[config.mk]
export PLATFORM = sky130hd
export DESIGN_NAME = tcp_retrans_sched
export DESIGN_NICKNAME = d
export VERILOG_FILES = /design/src/verilog/tcp_tx_pkg.sv /design/src/verilog/tcp_retrans_sched.sv
export SDC_FILE = /design/constraint.sdc
export NUM_CORES = 1
export LEC_CHECK = 0
export ABC_AREA = 1
export BUFFER_PORTS_ARGS = -buffer_cell sky130_fd_sc_hd__buf_2
export CAP_MARGIN = 25
export CORE_MARGIN = 10
export CORE_UTILIZATION = 49
export DETAILED_ROUTE_END_ITERATION = 10
export GPL_ROUTABILITY_DRIVEN = 0
export MAX_ROUTING_LAYER = met4
export PLACE_DENSITY = 0.86
export SETUP_SLACK_MARGIN = 0.15
export SLEW_MARGIN = 20
export SYNTH_ARGS = -nofsm -noshare
export SYNTH_HDL_FRONTEND = slang
export SYNTH_SLANG_ARGS = --single-unit
[constraint.sdc]
create_clock -name clk -period 10.74 [get_ports clk]
set_clock_uncertainty 0.1 [all_clocks]
set_input_delay 0.537 -clock clk [delete_from_list [all_inputs] [get_ports clk]]
set_output_delay 0.537 -clock clk [all_outputs]
set_load 0.1 [all_outputs]
[src/verilog/tcp_tx_pkg.sv]
package tcp_tx_pkg;

	// 32-bit tcp sequence or ack number
	typedef logic [31:0] seq_t;

	typedef logic [15:0] len_t;   // segment length in bytes

	// payload sum of big-endian 16-bit words, carries kept above bit 15
	typedef logic [31:0] csum_t;

	typedef logic [1:0] tries_t;  // sends done for one segment

	// a send with tries already here gives up on the connection
	localparam tries_t MAX_TRIES = 2'd3;

endpackage : tcp_tx_pkg
[src/verilog/tcp_retrans_sched.sv]
module tcp_retrans_sched
	import tcp_tx_pkg::*;
#(
	parameter int SEG_DEPTH         = 3,
	parameter int RETRANSMIT_PASSES = 1000,
	localparam int PW = $clog2(RETRANSMIT_PASSES + 1)
) (
	input  logic                 clk,
	input  logic                 rst,
	input  seq_t                 rem_ack,
	input  logic                 flush_queue,
	input  logic                 buf_rst,
	input  logic                 seg_closing,
	input  logic                 cur_present,
	input  seq_t                 cur_seq,
	input  seq_t                 cur_exp_ack,
	input  len_t                 cur_len,
	input  csum_t                cur_csum,
	input  logic [PW-1:0]        cur_passes,
	input  tries_t               cur_tries,
	input  logic                 tx_done,
	output logic                 upd,
	output logic [SEG_DEPTH-1:0] upd_addr,
	output logic                 upd_present,
	output logic [PW-1:0]        upd_passes,
	output tries_t               upd_tries,
	output logic                 seg_free,
	output logic                 flush_done,
	output logic                 queue_flushed,
	output logic                 force_fin,
	output logic                 tx_start,
	output seq_t                 tx_seq,
	output len_t                 tx_len,
	output csum_t                tx_checksum
);

	localparam logic [PW-1:0]      PASS_MAX = PW'(RETRANSMIT_PASSES);
	localparam logic [SEG_DEPTH:0] SEGS     = (SEG_DEPTH + 1)'(2**SEG_DEPTH);

	typedef enum logic [2:0] {
		scan_s,
		read_s,
		check_s,
		next_s,
		send_s,
		flush_s
	} state_t;

	state_t             state;
	seq_t               ack_diff;
	logic               acked;
	logic               do_free;
	logic               do_send;
	logic               do_age;
	logic               clr_pend;   // reconnect seen, table must be wiped
	logic               flush_ext;  // wipe came from flush_queue
	logic [SEG_DEPTH:0] flush_ctr;

	// serial-number compare, wraps cleanly
	assign ack_diff = rem_ack - cur_exp_ack;
	assign acked    = !ack_diff[31];

	always_ff @(posedge clk or posedge rst) begin
		if (rst) begin
			state         <= scan_s;
			upd           <= 1'b0;
			upd_addr      <= '0;
			upd_present   <= 1'b0;
			upd_passes    <= '0;
			upd_tries     <= '0;
			seg_free      <= 1'b0;
			flush_done    <= 1'b0;
			queue_flushed <= 1'b0;
			force_fin     <= 1'b0;
			tx_start      <= 1'b0;
			do_free       <= 1'b0;
			do_send       <= 1'b0;
			do_age        <= 1'b0;
			clr_pend      <= 1'b1;
			flush_ext     <= 1'b0;
			flush_ctr     <= '0;
		end else begin
			seg_free      <= 1'b0; // pulses
			flush_done    <= 1'b0;
			queue_flushed <= 1'b0;
			tx_start      <= 1'b0;
			case (state)
				scan_s: begin
					upd <= 1'b0;
					if (flush_queue || clr_pend) begin
						state     <= flush_s;
						flush_ext <= flush_queue;
						clr_pend  <= 1'b0;
						flush_ctr <= '0;
					end else if (!seg_closing) begin // table port busy with a load
						state <= read_s;
					end
				end
				read_s: begin // cur_ now holds entry upd_addr
					do_free <= cur_present && acked;
					do_send <= cur_present && !acked && (cur_passes == PASS_MAX);
					do_age  <= cur_present && !acked && (cur_passes != PASS_MAX);
					state   <= check_s;
				end
				check_s: begin
					upd         <= do_free || do_send || do_age;
					upd_present <= !do_free;
					upd_passes  <= cur_passes + 1'b1;  // aging
					upd_tries   <= cur_tries;
					state       <= next_s;
					if (do_free) begin
						upd_passes <= '0;
						upd_tries  <= '0;
						seg_free   <= 1'b1;
					end else if (do_send) begin
						upd_passes <= '0;
						if (cur_tries == MAX_TRIES) force_fin <= 1'b1; // give up
						else upd_tries <= cur_tries + 1'b1;
						tx_start <= 1'b1;
						state    <= send_s;
					end
				end
				next_s: begin
					upd      <= 1'b0;
					upd_addr <= upd_addr + 1'b1;
					state    <= scan_s;
				end
				send_s: begin
					upd <= 1'b0;
					if (tx_done) state <= next_s; // reader finished the segment
				end
				flush_s: begin
					// one entry cleared per cycle
					upd         <= 1'b1;
					upd_addr    <= flush_ctr[SEG_DEPTH-1:0];
					upd_present <= 1'b0;
					upd_passes  <= '0;
					upd_tries   <= '0;
					flush_ctr   <= flush_ctr + 1'b1;
					if (flush_ctr == SEGS) begin // last write lands this edge
						upd           <= 1'b0;
						upd_addr      <= '0;
						flush_done    <= 1'b1;
						queue_flushed <= flush_ext;
						force_fin     <= 1'b0;
						state         <= scan_s;
					end
				end
				default: state <= scan_s;
			endcase
			if (buf_rst) begin
				clr_pend  <= 1'b1;
				force_fin <= 1'b0;
			end
		end
	end

	// held for the reader until tx_done
	always_ff @(posedge clk) begin
		if (state == check_s && do_send) begin
			tx_seq      <= cur_seq;
			tx_len      <= cur_len;
			tx_checksum <= cur_csum;
		end
	end

endmodule : tcp_retrans_sched

==> run metrics, run 1 <==
run status finished clean; CTS Buffer Depth 2; level count of the clock H-tree 4; Synth cell types 37; post-synthesis xor/xnor area fraction 0.007016; first-pass GRT wire length 24.04 mm; post-place setup slack between 8000 and 9000 ps; f_max 0.4422 GHz; iteration count of the initial detailed-routing pass 5; Die Outline Area 14,630 µm²; worst stage delay on the critical path 740 ps; Max Used Layer met4; number of vias after detailed routing 4,220; main combinational cell family by area after synthesis simple AND/OR/NAND/NOR gates; starting density of the core 0.5062; post-DR vias/cell 4.913; endpoint class of the critical path flop; final hold violations 0; power per cell area 217.8 nW/µm²; worst-case setup margin in the final layout 8479 ps; width of the die ~120 µm; master of the slowest instance on the critical path sky130_fd_sc_hd__buf_4; final WL 16.05 mm; number of clock sinks seen by CTS 114; met2 wirelength from detailed routing 8.782 mm; required arrival time at the worst endpoint roughly 11,000 ps; Final Slew Violations 0; leakage between 3 and 4 nW; Slew headroom 0.3484; post-synthesis compound-gate area fraction 0.06214; number of setup buffers added after CTS 0; Critical Path Fanout Max 80; number of port buffers approximately 260; die span in y ~120 µm; core area between 9000 and 10,000 µm²; drc violations 0; Placed Area 6482 µm²; pin slew with the least headroom to its limit 977.5 ps; non-filler cells, final 859; post-CTS sizing 0; overall track demand over capacity in global routing 0.2204; number of nets with antenna violations after routing 0; overall power after layout 1.531 mW; Tcrit/Tclk final 0.2106; endpoint arrival time on the critical path 2290 ps; number of nets in the layout 911; critical-path cell list nor2_1, nand2_2, nor2_4, buf_4; Hold Slack 14.55 ps; placed cell count between 800 and 900; area growth from synthesis to layout 40.77%; total global routing overflow 0; clock buffers created by TritonCTS 17; cell row count 36; diodes inserted 0; cell chosen for the clock root sky130_fd_sc_hd__clkbuf_8; synthesized-area fraction occupied by and/or/nand/nor cells 0.1305; Gate Count Post-Synth 431; layout cells sized above 1 0.4380; met3 WL post-DR 1.209 mm; number of antenna violations at the first check in global routing 0; final critical delay including setup and external delays approximately 2300 ps; register clock-pin slew on the reported worst setup and hold paths about 60 ps; number of violations of the max-capacitance limit 0; Yosys reg bits 114; routed length per instance 18.68 µm; number of hold buffers added after cts 0; Net Count, Synth 629; category of the most critical setup path reg2reg; number of top-level pins 265; setup total negative slack 0 ps; type of the tightest min-delay check in2async; number of DRC markers after the initial detailed-route iteration 241; sort of element at the start of the critical path flop; maximum number of pins on one net before global-route repair 81; TritonCTS clock tree built; sum of net half-perimeters after detailed placement 12.84 mm; utilization after layout 0.7126; met1 wire length 5.779 mm; Mean Syn Cell Area approximately 12 µm²; area of all placed cells without fillers approximately 7000 µm²; portion of netlist area occupied by mux cells 0; post-synthesis sequential area ratio 0.6517; Setup-failing EPs final 0; synthesized area 4994 µm²; number of warnings issued by yosys 0; Post-Synth Adder-Cell Area 0.08770; worst-case vdd ir drop 0.0002317 V; Worst-Skew Late Latency just over 500 ps; unrepaired setup endpoints after global routing no; number of global-route vias before repair 4,498
[where the power goes]
| part | total [mW] | switching (mW) | internal (mW) | leakage (nW) |
|---|---|---|---|---|
| Combinational | 0.468 | 0.362 | 0.106 | 2.09 |
| Clock | 0.511 | 0.203 | 0.307 | 0.261 |
| Sequential | 0.552 | 0.0347 | 0.518 | 1.17 |
| Total | 1.53 | 0.600 | 0.931 | 3.52 |
[path summary, 6_finish.rpt]
| kind | start | endpoint | slack [ps] | cells past startpoint |
|---|---|---|---|---|
| setup reg to reg | state[2] | tx_seq[24] | 8480 | 4 |
| setup / recovery | state[2] | tx_seq[24] | 8480 | 4 |
| min in group clk | cur_seq[9] | tx_seq[9] | 100 | 1 |
| hold reg to reg | flush_ctr[3] | flush_ctr[3] | 370 | 1 |
| max in group asynchronous | rst | clr_pend | 10200 | 3 |
| hold / removal | rst | upd_passes[1] | 10 | 3 |
[routing by layer]
metal,GRT usage,up-vias
met4,0.06033,0
met3,0.07027,22
met1,0.2199,1977
met2,0.4031,198
li1,-,2023
met5,-,-
[area by class of cell]
| cell class | count | area, µm² |
|---|---|---|
| Clock buffer | 17 | 414.1 |
| Clock inverter | 15 | 132.6 |
| Fill cell | 700 | 2835 |
| Inverter | 75 | 282.8 |
| Multi-Input combinational cell | 239 | 1443 |
| Sequential cell | 114 | 3254 |
| Tap cell | 133 | 166.4 |
| Timing Repair Buffer | 266 | 1336 |
[logic make-up (layout without fill, tap and decap cells)]
logic type / Yosys count / count (layout)
AND/OR/NAND/NOR: 145 / 145
flip-flops: 114 / 114
buffers and inverters: 78 / 373
AO/OA/AOI/OAI: 55 / 55
adder cells (fa/ha/maj): 35 / 35
XOR/XNOR: 4 / 4
[cell usage after synthesis (all sizes together)]
master / count / area share
xnor2: 2 / 0.0035
a32o: 2 / 0.0040
nand3b: 1 / 0.0015
nor3: 2 / 0.0020
o211ai: 1 / 0.0015
buf: 3 / 0.0043
clkinv: 1 / 0.0010
o21a: 1 / 0.0015
xor2: 2 / 0.0035
edfxtp: 80 / 0.48
dfstp: 1 / 0.0053
nand4: 5 / 0.0063
nor2: 32 / 0.028
o21ai: 24 / 0.025
a22oi: 1 / 0.0015
o31ai: 2 / 0.0030
nor3b: 1 / 0.0025
a211oi: 1 / 0.0015
ha: 35 / 0.088
inv: 74 / 0.056
nor4: 2 / 0.0055
a31oi: 1 / 0.0013
nand3: 22 / 0.024
o21bai: 1 / 0.0015
a21o: 1 / 0.0015
nand2: 80 / 0.061
a21oi: 20 / 0.020
dfrtp: 33 / 0.17
[state kept, by name, indices dropped and copies added (netlist names)]
register       count
tx_seq            32
force_fin          1
upd_passes        10
upd_present        1
upd                1
flush_done         1
seg_free           1
do_send            1
do_free            1
queue_flushed      1
clr_pend           1
flush_ext          1
do_age             1
upd_addr           3
tx_len            16
upd_tries          2
tx_start           1
state              3
tx_checksum       32
flush_ctr          4
[critical path: cells and delay by family, from the launching register on]
kind	cells	cell delay [ps]
AND/OR/NAND/NOR	3	550
flip-flops	1	430
buffers and inverters	1	740
[cell usage in the layout (no fill, tap or decap), types with 12 or more instances in the layout]
| cell | n |
|---|---|
| sky130_fd_sc_hd__a21oi_1 | 20 |
| sky130_fd_sc_hd__inv_1 | 69 |
| sky130_fd_sc_hd__buf_2 | 264 |
| sky130_fd_sc_hd__dfrtp_1 | 33 |
| sky130_fd_sc_hd__o21ai_0 | 12 |
| sky130_fd_sc_hd__nand2_1 | 78 |
| sky130_fd_sc_hd__ha_1 | 35 |
| sky130_fd_sc_hd__nor2_1 | 26 |
| sky130_fd_sc_hd__clkbuf_16 | 16 |
| sky130_fd_sc_hd__nand3_1 | 20 |
| sky130_fd_sc_hd__edfxtp_1 | 80 |
Power figures use the tool's default switching activity.
==> run 2: changes to the inputs <==
Settings changed: CORE_UTILIZATION 49 to 45, PLACE_DENSITY 0.86 to 0.8.
Clock period 10.74 ns to 2.15 ns, I/O delays scaled along.
==> run 2 against run 1 <==
Via count rose by 17%. Global-route usage grew 3.4 points. Sequential share of layout area shrank 6.4 points. Critical path depth grew 3. Critical path type unchanged. Fmax is 14% higher. Clock-buffer cell count grew 3. Clock power rose to 5.1 times the previous value. Highest routed layer unchanged. Total power rose to 5.2 times the previous value.
==> run metrics, run 2 (synthesis results as in run 1) <==
final WL 19.98 mm (+24%); number of nets in the layout 1,021 (+12%); drc violations 0 (unchanged); leading cell type in the layout, fill and taps excluded sky130_fd_sc_hd__buf_2; Slew headroom 0.6433 (+0.2949); setup total negative slack 0 ps (unchanged); Setup-failing EPs final 0 (unchanged); die span in y 125.3 µm (+3.6%); worst-case vdd ir drop 0.0006498 V (+180%); total global routing overflow 0 (unchanged); final hold violations 0 (unchanged); number of clock sinks seen by CTS 114 (unchanged); worst-case setup margin in the final layout 160.3 ps (-8318 ps); origin of the critical flop-to-flop path state[2]; width of the die 125.3 µm (+3.6%); number of vias after detailed routing 4,953 (+17%); area of combinational cells with multiple inputs 1454 µm² (+0.78%); cell chosen for the clock root sky130_fd_sc_hd__clkbuf_8; run status finished clean; met3 track demand over resource 0.06929 (-0.0009792); starting density of the core 0.4606 (-0.04557); cell row count 38 (+5.6%); clock buffers created by TritonCTS 17 (unchanged); leakage 3.977 nW (+13%); endpoint class of the critical path flop; Final Slew Violations 0 (unchanged); number of setup buffers added after CTS 0 (unchanged); final critical delay including setup and external delays 1990 ps (-271.7 ps); sum of net half-perimeters after detailed placement 13.28 mm (+3.4%); first-pass GRT wire length 30.02 mm (+25%); sort of element at the start of the critical path flop; CTS Buffer Depth 2 (unchanged); iteration count of the initial detailed-routing pass 7 (+2); area growth from synthesis to layout 63.32%; number of global-route vias before repair 5,143 (+14%); pin slew with the least headroom to its limit 538.8 ps (-438.7 ps); number of violations of the max-capacitance limit 0 (unchanged); overall power after layout 7.941 mW (+420%); FF-to-FF setup slack 160 ps (-8320 ps); number of antenna violations at the first check in global routing 0 (unchanged); overall track demand over capacity in global routing 0.2544 (+0.03400); core area 10,840 µm² (+9.9%); f_max 0.5026 GHz (+14%); Fillers 668 (-4.6%); post-DR vias/cell 5.075 (+3.3%); level count of the clock H-tree 4 (unchanged); required arrival time at the worst endpoint 2490 ps (-8280 ps); post-place setup slack 533.9 ps (-7972 ps); power per cell area 973.7 nW/µm² (+350%); non-filler cells, final 976 (+14%); endpoint arrival time on the critical path 2330 ps (+40 ps); Sequential Area 3254 µm² (unchanged); Hold Slack 209.7 ps (+195.2 ps); cells on worst reg2reg path 7 (+3); Critical Path Fanout Max 17 (-79%); biggest registers after layout tx_checksum: 32 flops, tx_seq: 32 flops, tx_len: 16 flops; layout cells sized above 1 0.3768 (-0.06122); placed cell count 835 (+0.97%); maximum number of pins on one net before global-route repair 81 (unchanged); commonest cells after routing, fill and taps aside sky130_fd_sc_hd__buf_2 (264), sky130_fd_sc_hd__dlygate4sd3_1 (109), sky130_fd_sc_hd__edfxtp_1 (80), sky130_fd_sc_hd__nand2_1 (78), sky130_fd_sc_hd__inv_1 (69); number of port buffers 264 (unchanged); met1 layer usage reported by global route 0.2718 (+0.05192); type of the tightest min-delay check in2async; Worst-Skew Late Latency 510 ps (about the same); category of the most critical setup path reg2reg; Die Outline Area 15,710 µm² (+7.4%); global routing met2 resource utilization 0.4341 (+0.03106); register clock-pin slew on the reported worst setup and hold paths 60 ps (about the same); number of top-level pins 265 (unchanged); unrepaired setup endpoints after global routing yes; routed length per instance 20.47 µm (+9.6%); Reg2Reg Capture Point upd_tries[0]; Tcrit/Tclk final 0.9254 (+0.7149); number of nets with antenna violations after routing 0 (unchanged); TritonCTS clock tree built; diodes inserted 0 (unchanged); global routing's busiest layer met2; number of DRC markers after the initial detailed-route iteration 440 (+83%)
==> run 2: changes by cell type in the layout (fill, tap and decap cells not counted), sizes merged <==
cell | before | now
dlygate4sd3 | 0 | 109
buf | 266 | 267
bufinv | 1 | 2
inv | 78 | 74
clkbuf | 17 | 20
==> run 2: routing by layer <==
| layer | vias to the layer above | part of all wire |
|---|---|---|
| li1 | 2234 | - |
| met2 | 299 | 0.52 |
| met3 | 59 | 0.075 |
| met5 | - | 0 |
| met1 | 2361 | 0.37 |
| met4 | 0 | 0.040 |
==> run 2: repair_timing <==
item,in CTS,in global routing
gates resized for setup,0,2
hold buffers,109,0
hold endpoints to repair,139,0
setup endpoints to repair,0,2
==> run 2: how the worst max path moves through the flow <==
stage	startpoint	end	cells after the start
detailed placement	state[1]	state[1]	8
finish	state[2]	upd_tries[0]	7
global route	state[2]	upd_tries[0]	7
global placement	rem_ack[26]	do_free	11
floorplan	state[2]	tx_checksum[0]	4
CTS	state[2]	upd_tries[0]	7
==> run 2: where the power goes <==
| group | internal [mW] | switching, mW | leakage (nW) |
|---|---|---|---|
| Combinational | 0.681 | 1.89 | 2.56 |
| Clock | 1.63 | 0.977 | 0.253 |
| Sequential | 2.59 | 0.177 | 1.17 |
| Total | 4.89 | 3.05 | 3.98 |
==> run 2: area by class of cell <==
cell class | instances | area share
clock inverters | 12 | 0.01427
well taps | 140 | 0.02148
clock buffers | 20 | 0.05216
repair buffers | 376 | 0.3001
flip-flops and latches | 114 | 0.3990
inverters | 75 | 0.03467
multi-input cells | 239 | 0.1783
==> run 2: worst max-delay path, cell delays in order (launching register included) <==
cell and delay, ps:
sky130_fd_sc_hd__dfrtp_1 420, sky130_fd_sc_hd__nor2_1 130, sky130_fd_sc_hd__nand2_2 90, sky130_fd_sc_hd__buf_4 200, sky130_fd_sc_hd__nor2_2 130, sky130_fd_sc_hd__inv_1 90
sky130_fd_sc_hd__o31ai_2 170, sky130_fd_sc_hd__dlygate4sd3_1 590
==> run 2: per-stage QoR <==
| stage | utilization | instance area, µm² |
|---|---|---|
| 3_3_place_gp | 0.6006 | 6511 |
| 5_1_grt | 0.7523 | 8155 |
| 4_1_cts | 0.7513 | 8144 |
| 3_5_place_dp | 0.6006 | 6511 |
| 6_report | 0.7523 | 8155 |
| 2_1_floorplan | - | 5007 |
==> run 3: changes to the inputs <==
Settings changed: CORE_UTILIZATION 45 to 49, PLACE_DENSITY 0.8 to 0.86, REMOVE_ABC_BUFFERS set to 1.
Clock period 2.15 ns to 2.34 ns, I/O delays scaled along.
==> run 3 against run 2 <==
Worst setup slack worse by 150 ps. Total power down 2.9%. First-iteration DRC count up 13%. Worst hold slack worse by 170 ps. Clock-buffer cell count up 6. Die area down 6.9%. Sequential share of layout area down 0.75 points. Final cell count up 0.31%. Cell area up 1.9%. Flip-flop and latch count unchanged. Sequential power down 8.0%. Critical path type is now in2reg.
==> run metrics, run 3 (synthesis results as in run 1) <==
run status finished clean; Max Used Layer met4; met2 wirelength from detailed routing 10.89 mm (+5.1%); number of vias after detailed routing 4,960 (+0.14%); number of clock sinks seen by CTS 114 (unchanged); leakage 4.090 nW (+2.8%); die span in y 121.0 µm (-3.5%); unrepaired setup endpoints after global routing yes; power per cell area 927.6 nW/µm² (-4.7%); number of DRC markers after the initial detailed-route iteration 499 (+13%); cell row count 36 (-5.3%); register clock-pin slew on the reported worst setup and hold paths 60 ps (about the same); required arrival time at the worst endpoint 2680 ps (+190 ps); area growth from synthesis to layout 66.45%; TritonCTS clock tree built; Slew headroom 0.6308 (-0.01247); leading cell type in the layout, fill and taps excluded sky130_fd_sc_hd__buf_2; final WL 20.46 mm (+2.4%); total global routing overflow 0 (unchanged); sum of net half-perimeters after detailed placement 12.75 mm (-4.0%); Buf+Inv Stages, Crit Path 4 (+1); Die Outline Area 14,630 µm² (-6.9%); Setup-failing EPs final 0 (unchanged); number of violations of the max-capacitance limit 0 (unchanged); commonest cells after routing, fill and taps aside sky130_fd_sc_hd__buf_2 (262), sky130_fd_sc_hd__dlygate4sd3_1 (110), sky130_fd_sc_hd__edfxtp_1 (80), sky130_fd_sc_hd__nand2_1 (78), sky130_fd_sc_hd__inv_1 (69); f_max 0.4291 GHz; Fillers 487 (-27%); number of top-level pins 265 (unchanged); Worst-Skew Late Latency 510 ps (about the same); worst-case vdd ir drop 0.0008489 V (+31%); number of global-route vias before repair 5,353 (+4.1%); met1 wire length 6.981 mm (-4.5%); level count of the clock H-tree 4 (unchanged); worst-case setup margin in the final layout 9.742 ps (-150.5 ps); routed length per instance 20.90 µm (+2.1%); cell mode on critical path sky130_fd_sc_hd__dlygate4sd3_1; maximum number of pins on one net before global-route repair 81 (unchanged); area of combinational cells with multiple inputs 1455 µm² (about the same); endpoint arrival time on the critical path 2670 ps (+340 ps); CTS Buffer Depth 2 (unchanged); worst stage delay on the critical path 580 ps (about the same); type of the tightest min-delay check in2async; clock buffers created by TritonCTS 17 (unchanged); overall power after layout 7.710 mW (-2.9%); drc violations 0 (unchanged); pin slew with the least headroom to its limit 557.6 ps (+18.83 ps); number of nets with antenna violations after routing 0 (unchanged); met3 WL post-DR 1.848 mm (+23%); Final Slew Violations 0 (unchanged); layout cells sized above 1 0.3820 (+0.005175); number of nets in the layout 1,028 (+0.69%); Tcrit/Tclk final 0.9958; cell chosen for the clock root sky130_fd_sc_hd__clkbuf_8; width of the die 121.0 µm (-3.5%); Critical Path Fanout Max 3 (-14); utilization after layout 0.8426 (+0.09029); top cell family by delay on the critical path buffers and inverters; sort of element at the start of the critical path primary input; number of antenna violations at the first check in global routing 3 (+3); final critical delay including setup and external delays 2330 ps; category of the most critical setup path in2reg; post-DR vias/cell 5.066 (-0.17%); final hold violations 0 (unchanged); overall track demand over capacity in global routing 0.2798 (+0.02540); master of the slowest instance on the critical path sky130_fd_sc_hd__dlygate4sd3_1; starting density of the core 0.5062 (+0.04557); endpoint class of the critical path flop; post-place setup slack 519.4 ps (-14.54 ps); biggest registers after layout tx_checksum: 32 flops, tx_seq: 32 flops, tx_len: 16 flops; number of port buffers 264 (unchanged); iteration count of the initial detailed-routing pass 7 (unchanged); Sequential Area 3254 µm² (unchanged); critical-path cell list dlygate4sd3_1, buf_2, nand3_4, nor4_4, a21oi_1, dlygate4sd3_1, o21ai_1, dlygate4sd3_1; first-pass GRT wire length 30.17 mm (+0.51%); core area 9864 µm² (-9.0%)
-- run 3: repair_timing --
action	4_1_cts	5_1_grt
hold buffers	111	0
resized for setup	0	8
endpoints found under the hold margin	138	0
endpoints found under the setup margin	0	5
setup buffers	0	6
-- run 3: path summary, 6_finish.rpt --
check | start | endpoint | slack, ps | cells after the start
worst max register to register | state[1] | force_fin | 280 | 7
worst max-delay path | cur_passes[1] | upd_passes[7] | 10 | 8
min in group clk | cur_passes[3] | upd_passes[6] | 60 | 5
worst min-delay path | rst | upd | 30 | 3
max in group asynchronous | rst | clr_pend | 1420 | 4
worst min register to register | flush_ctr[3] | flush_ctr[3] | 380 | 1
-- run 3: cell type report --
cell class,instances,share of cell area
flip-flops and latches,114,0.3915
repair buffers,383,0.3027
multi-input cells,239,0.1751
clock buffers,26,0.06503
inverters,75,0.03432
well taps,133,0.02002
clock inverters,6,0.01039
diodes,3,0.0009032
-- run 3: layer usage --
layer,vias to the layer above,GRT usage
li1,2261,-
met1,2324,0.2834
met2,321,0.4847
met3,54,0.08609
met4,0,0.1305
met5,-,-
-- run 3: worst register-to-register path: stages, from the launching register on --
cell	delay [ps]
sky130_fd_sc_hd__dfrtp_1	420
sky130_fd_sc_hd__inv_1	70
sky130_fd_sc_hd__nand2_1	120
sky130_fd_sc_hd__nor2_4	70
sky130_fd_sc_hd__inv_4	200
sky130_fd_sc_hd__nand3_1	180
sky130_fd_sc_hd__a211oi_1	250
sky130_fd_sc_hd__dlygate4sd3_1	590
-- run 3: stage by stage --
step	cell area (µm²)	TNS (ps)	hold WS, ps	std cells
2_1_floorplan	4972	-190040	89.02	428
3_3_place_gp	6495	0	-20.00	827
3_5_place_dp	6495	0	-4.600	827
4_1_cts	8233	0	2.191	970
5_1_grt	8312	-13.51	53.57	979
6_report	8312	0	34.89	979
-- run 3: report_power, final --
part	internal [mW]	total (mW)	switching, mW	leakage (nW)
logic	0.680	2.44	1.76	2.61
registers	2.38	2.54	0.162	1.17
clock network	1.79	2.73	0.940	0.313
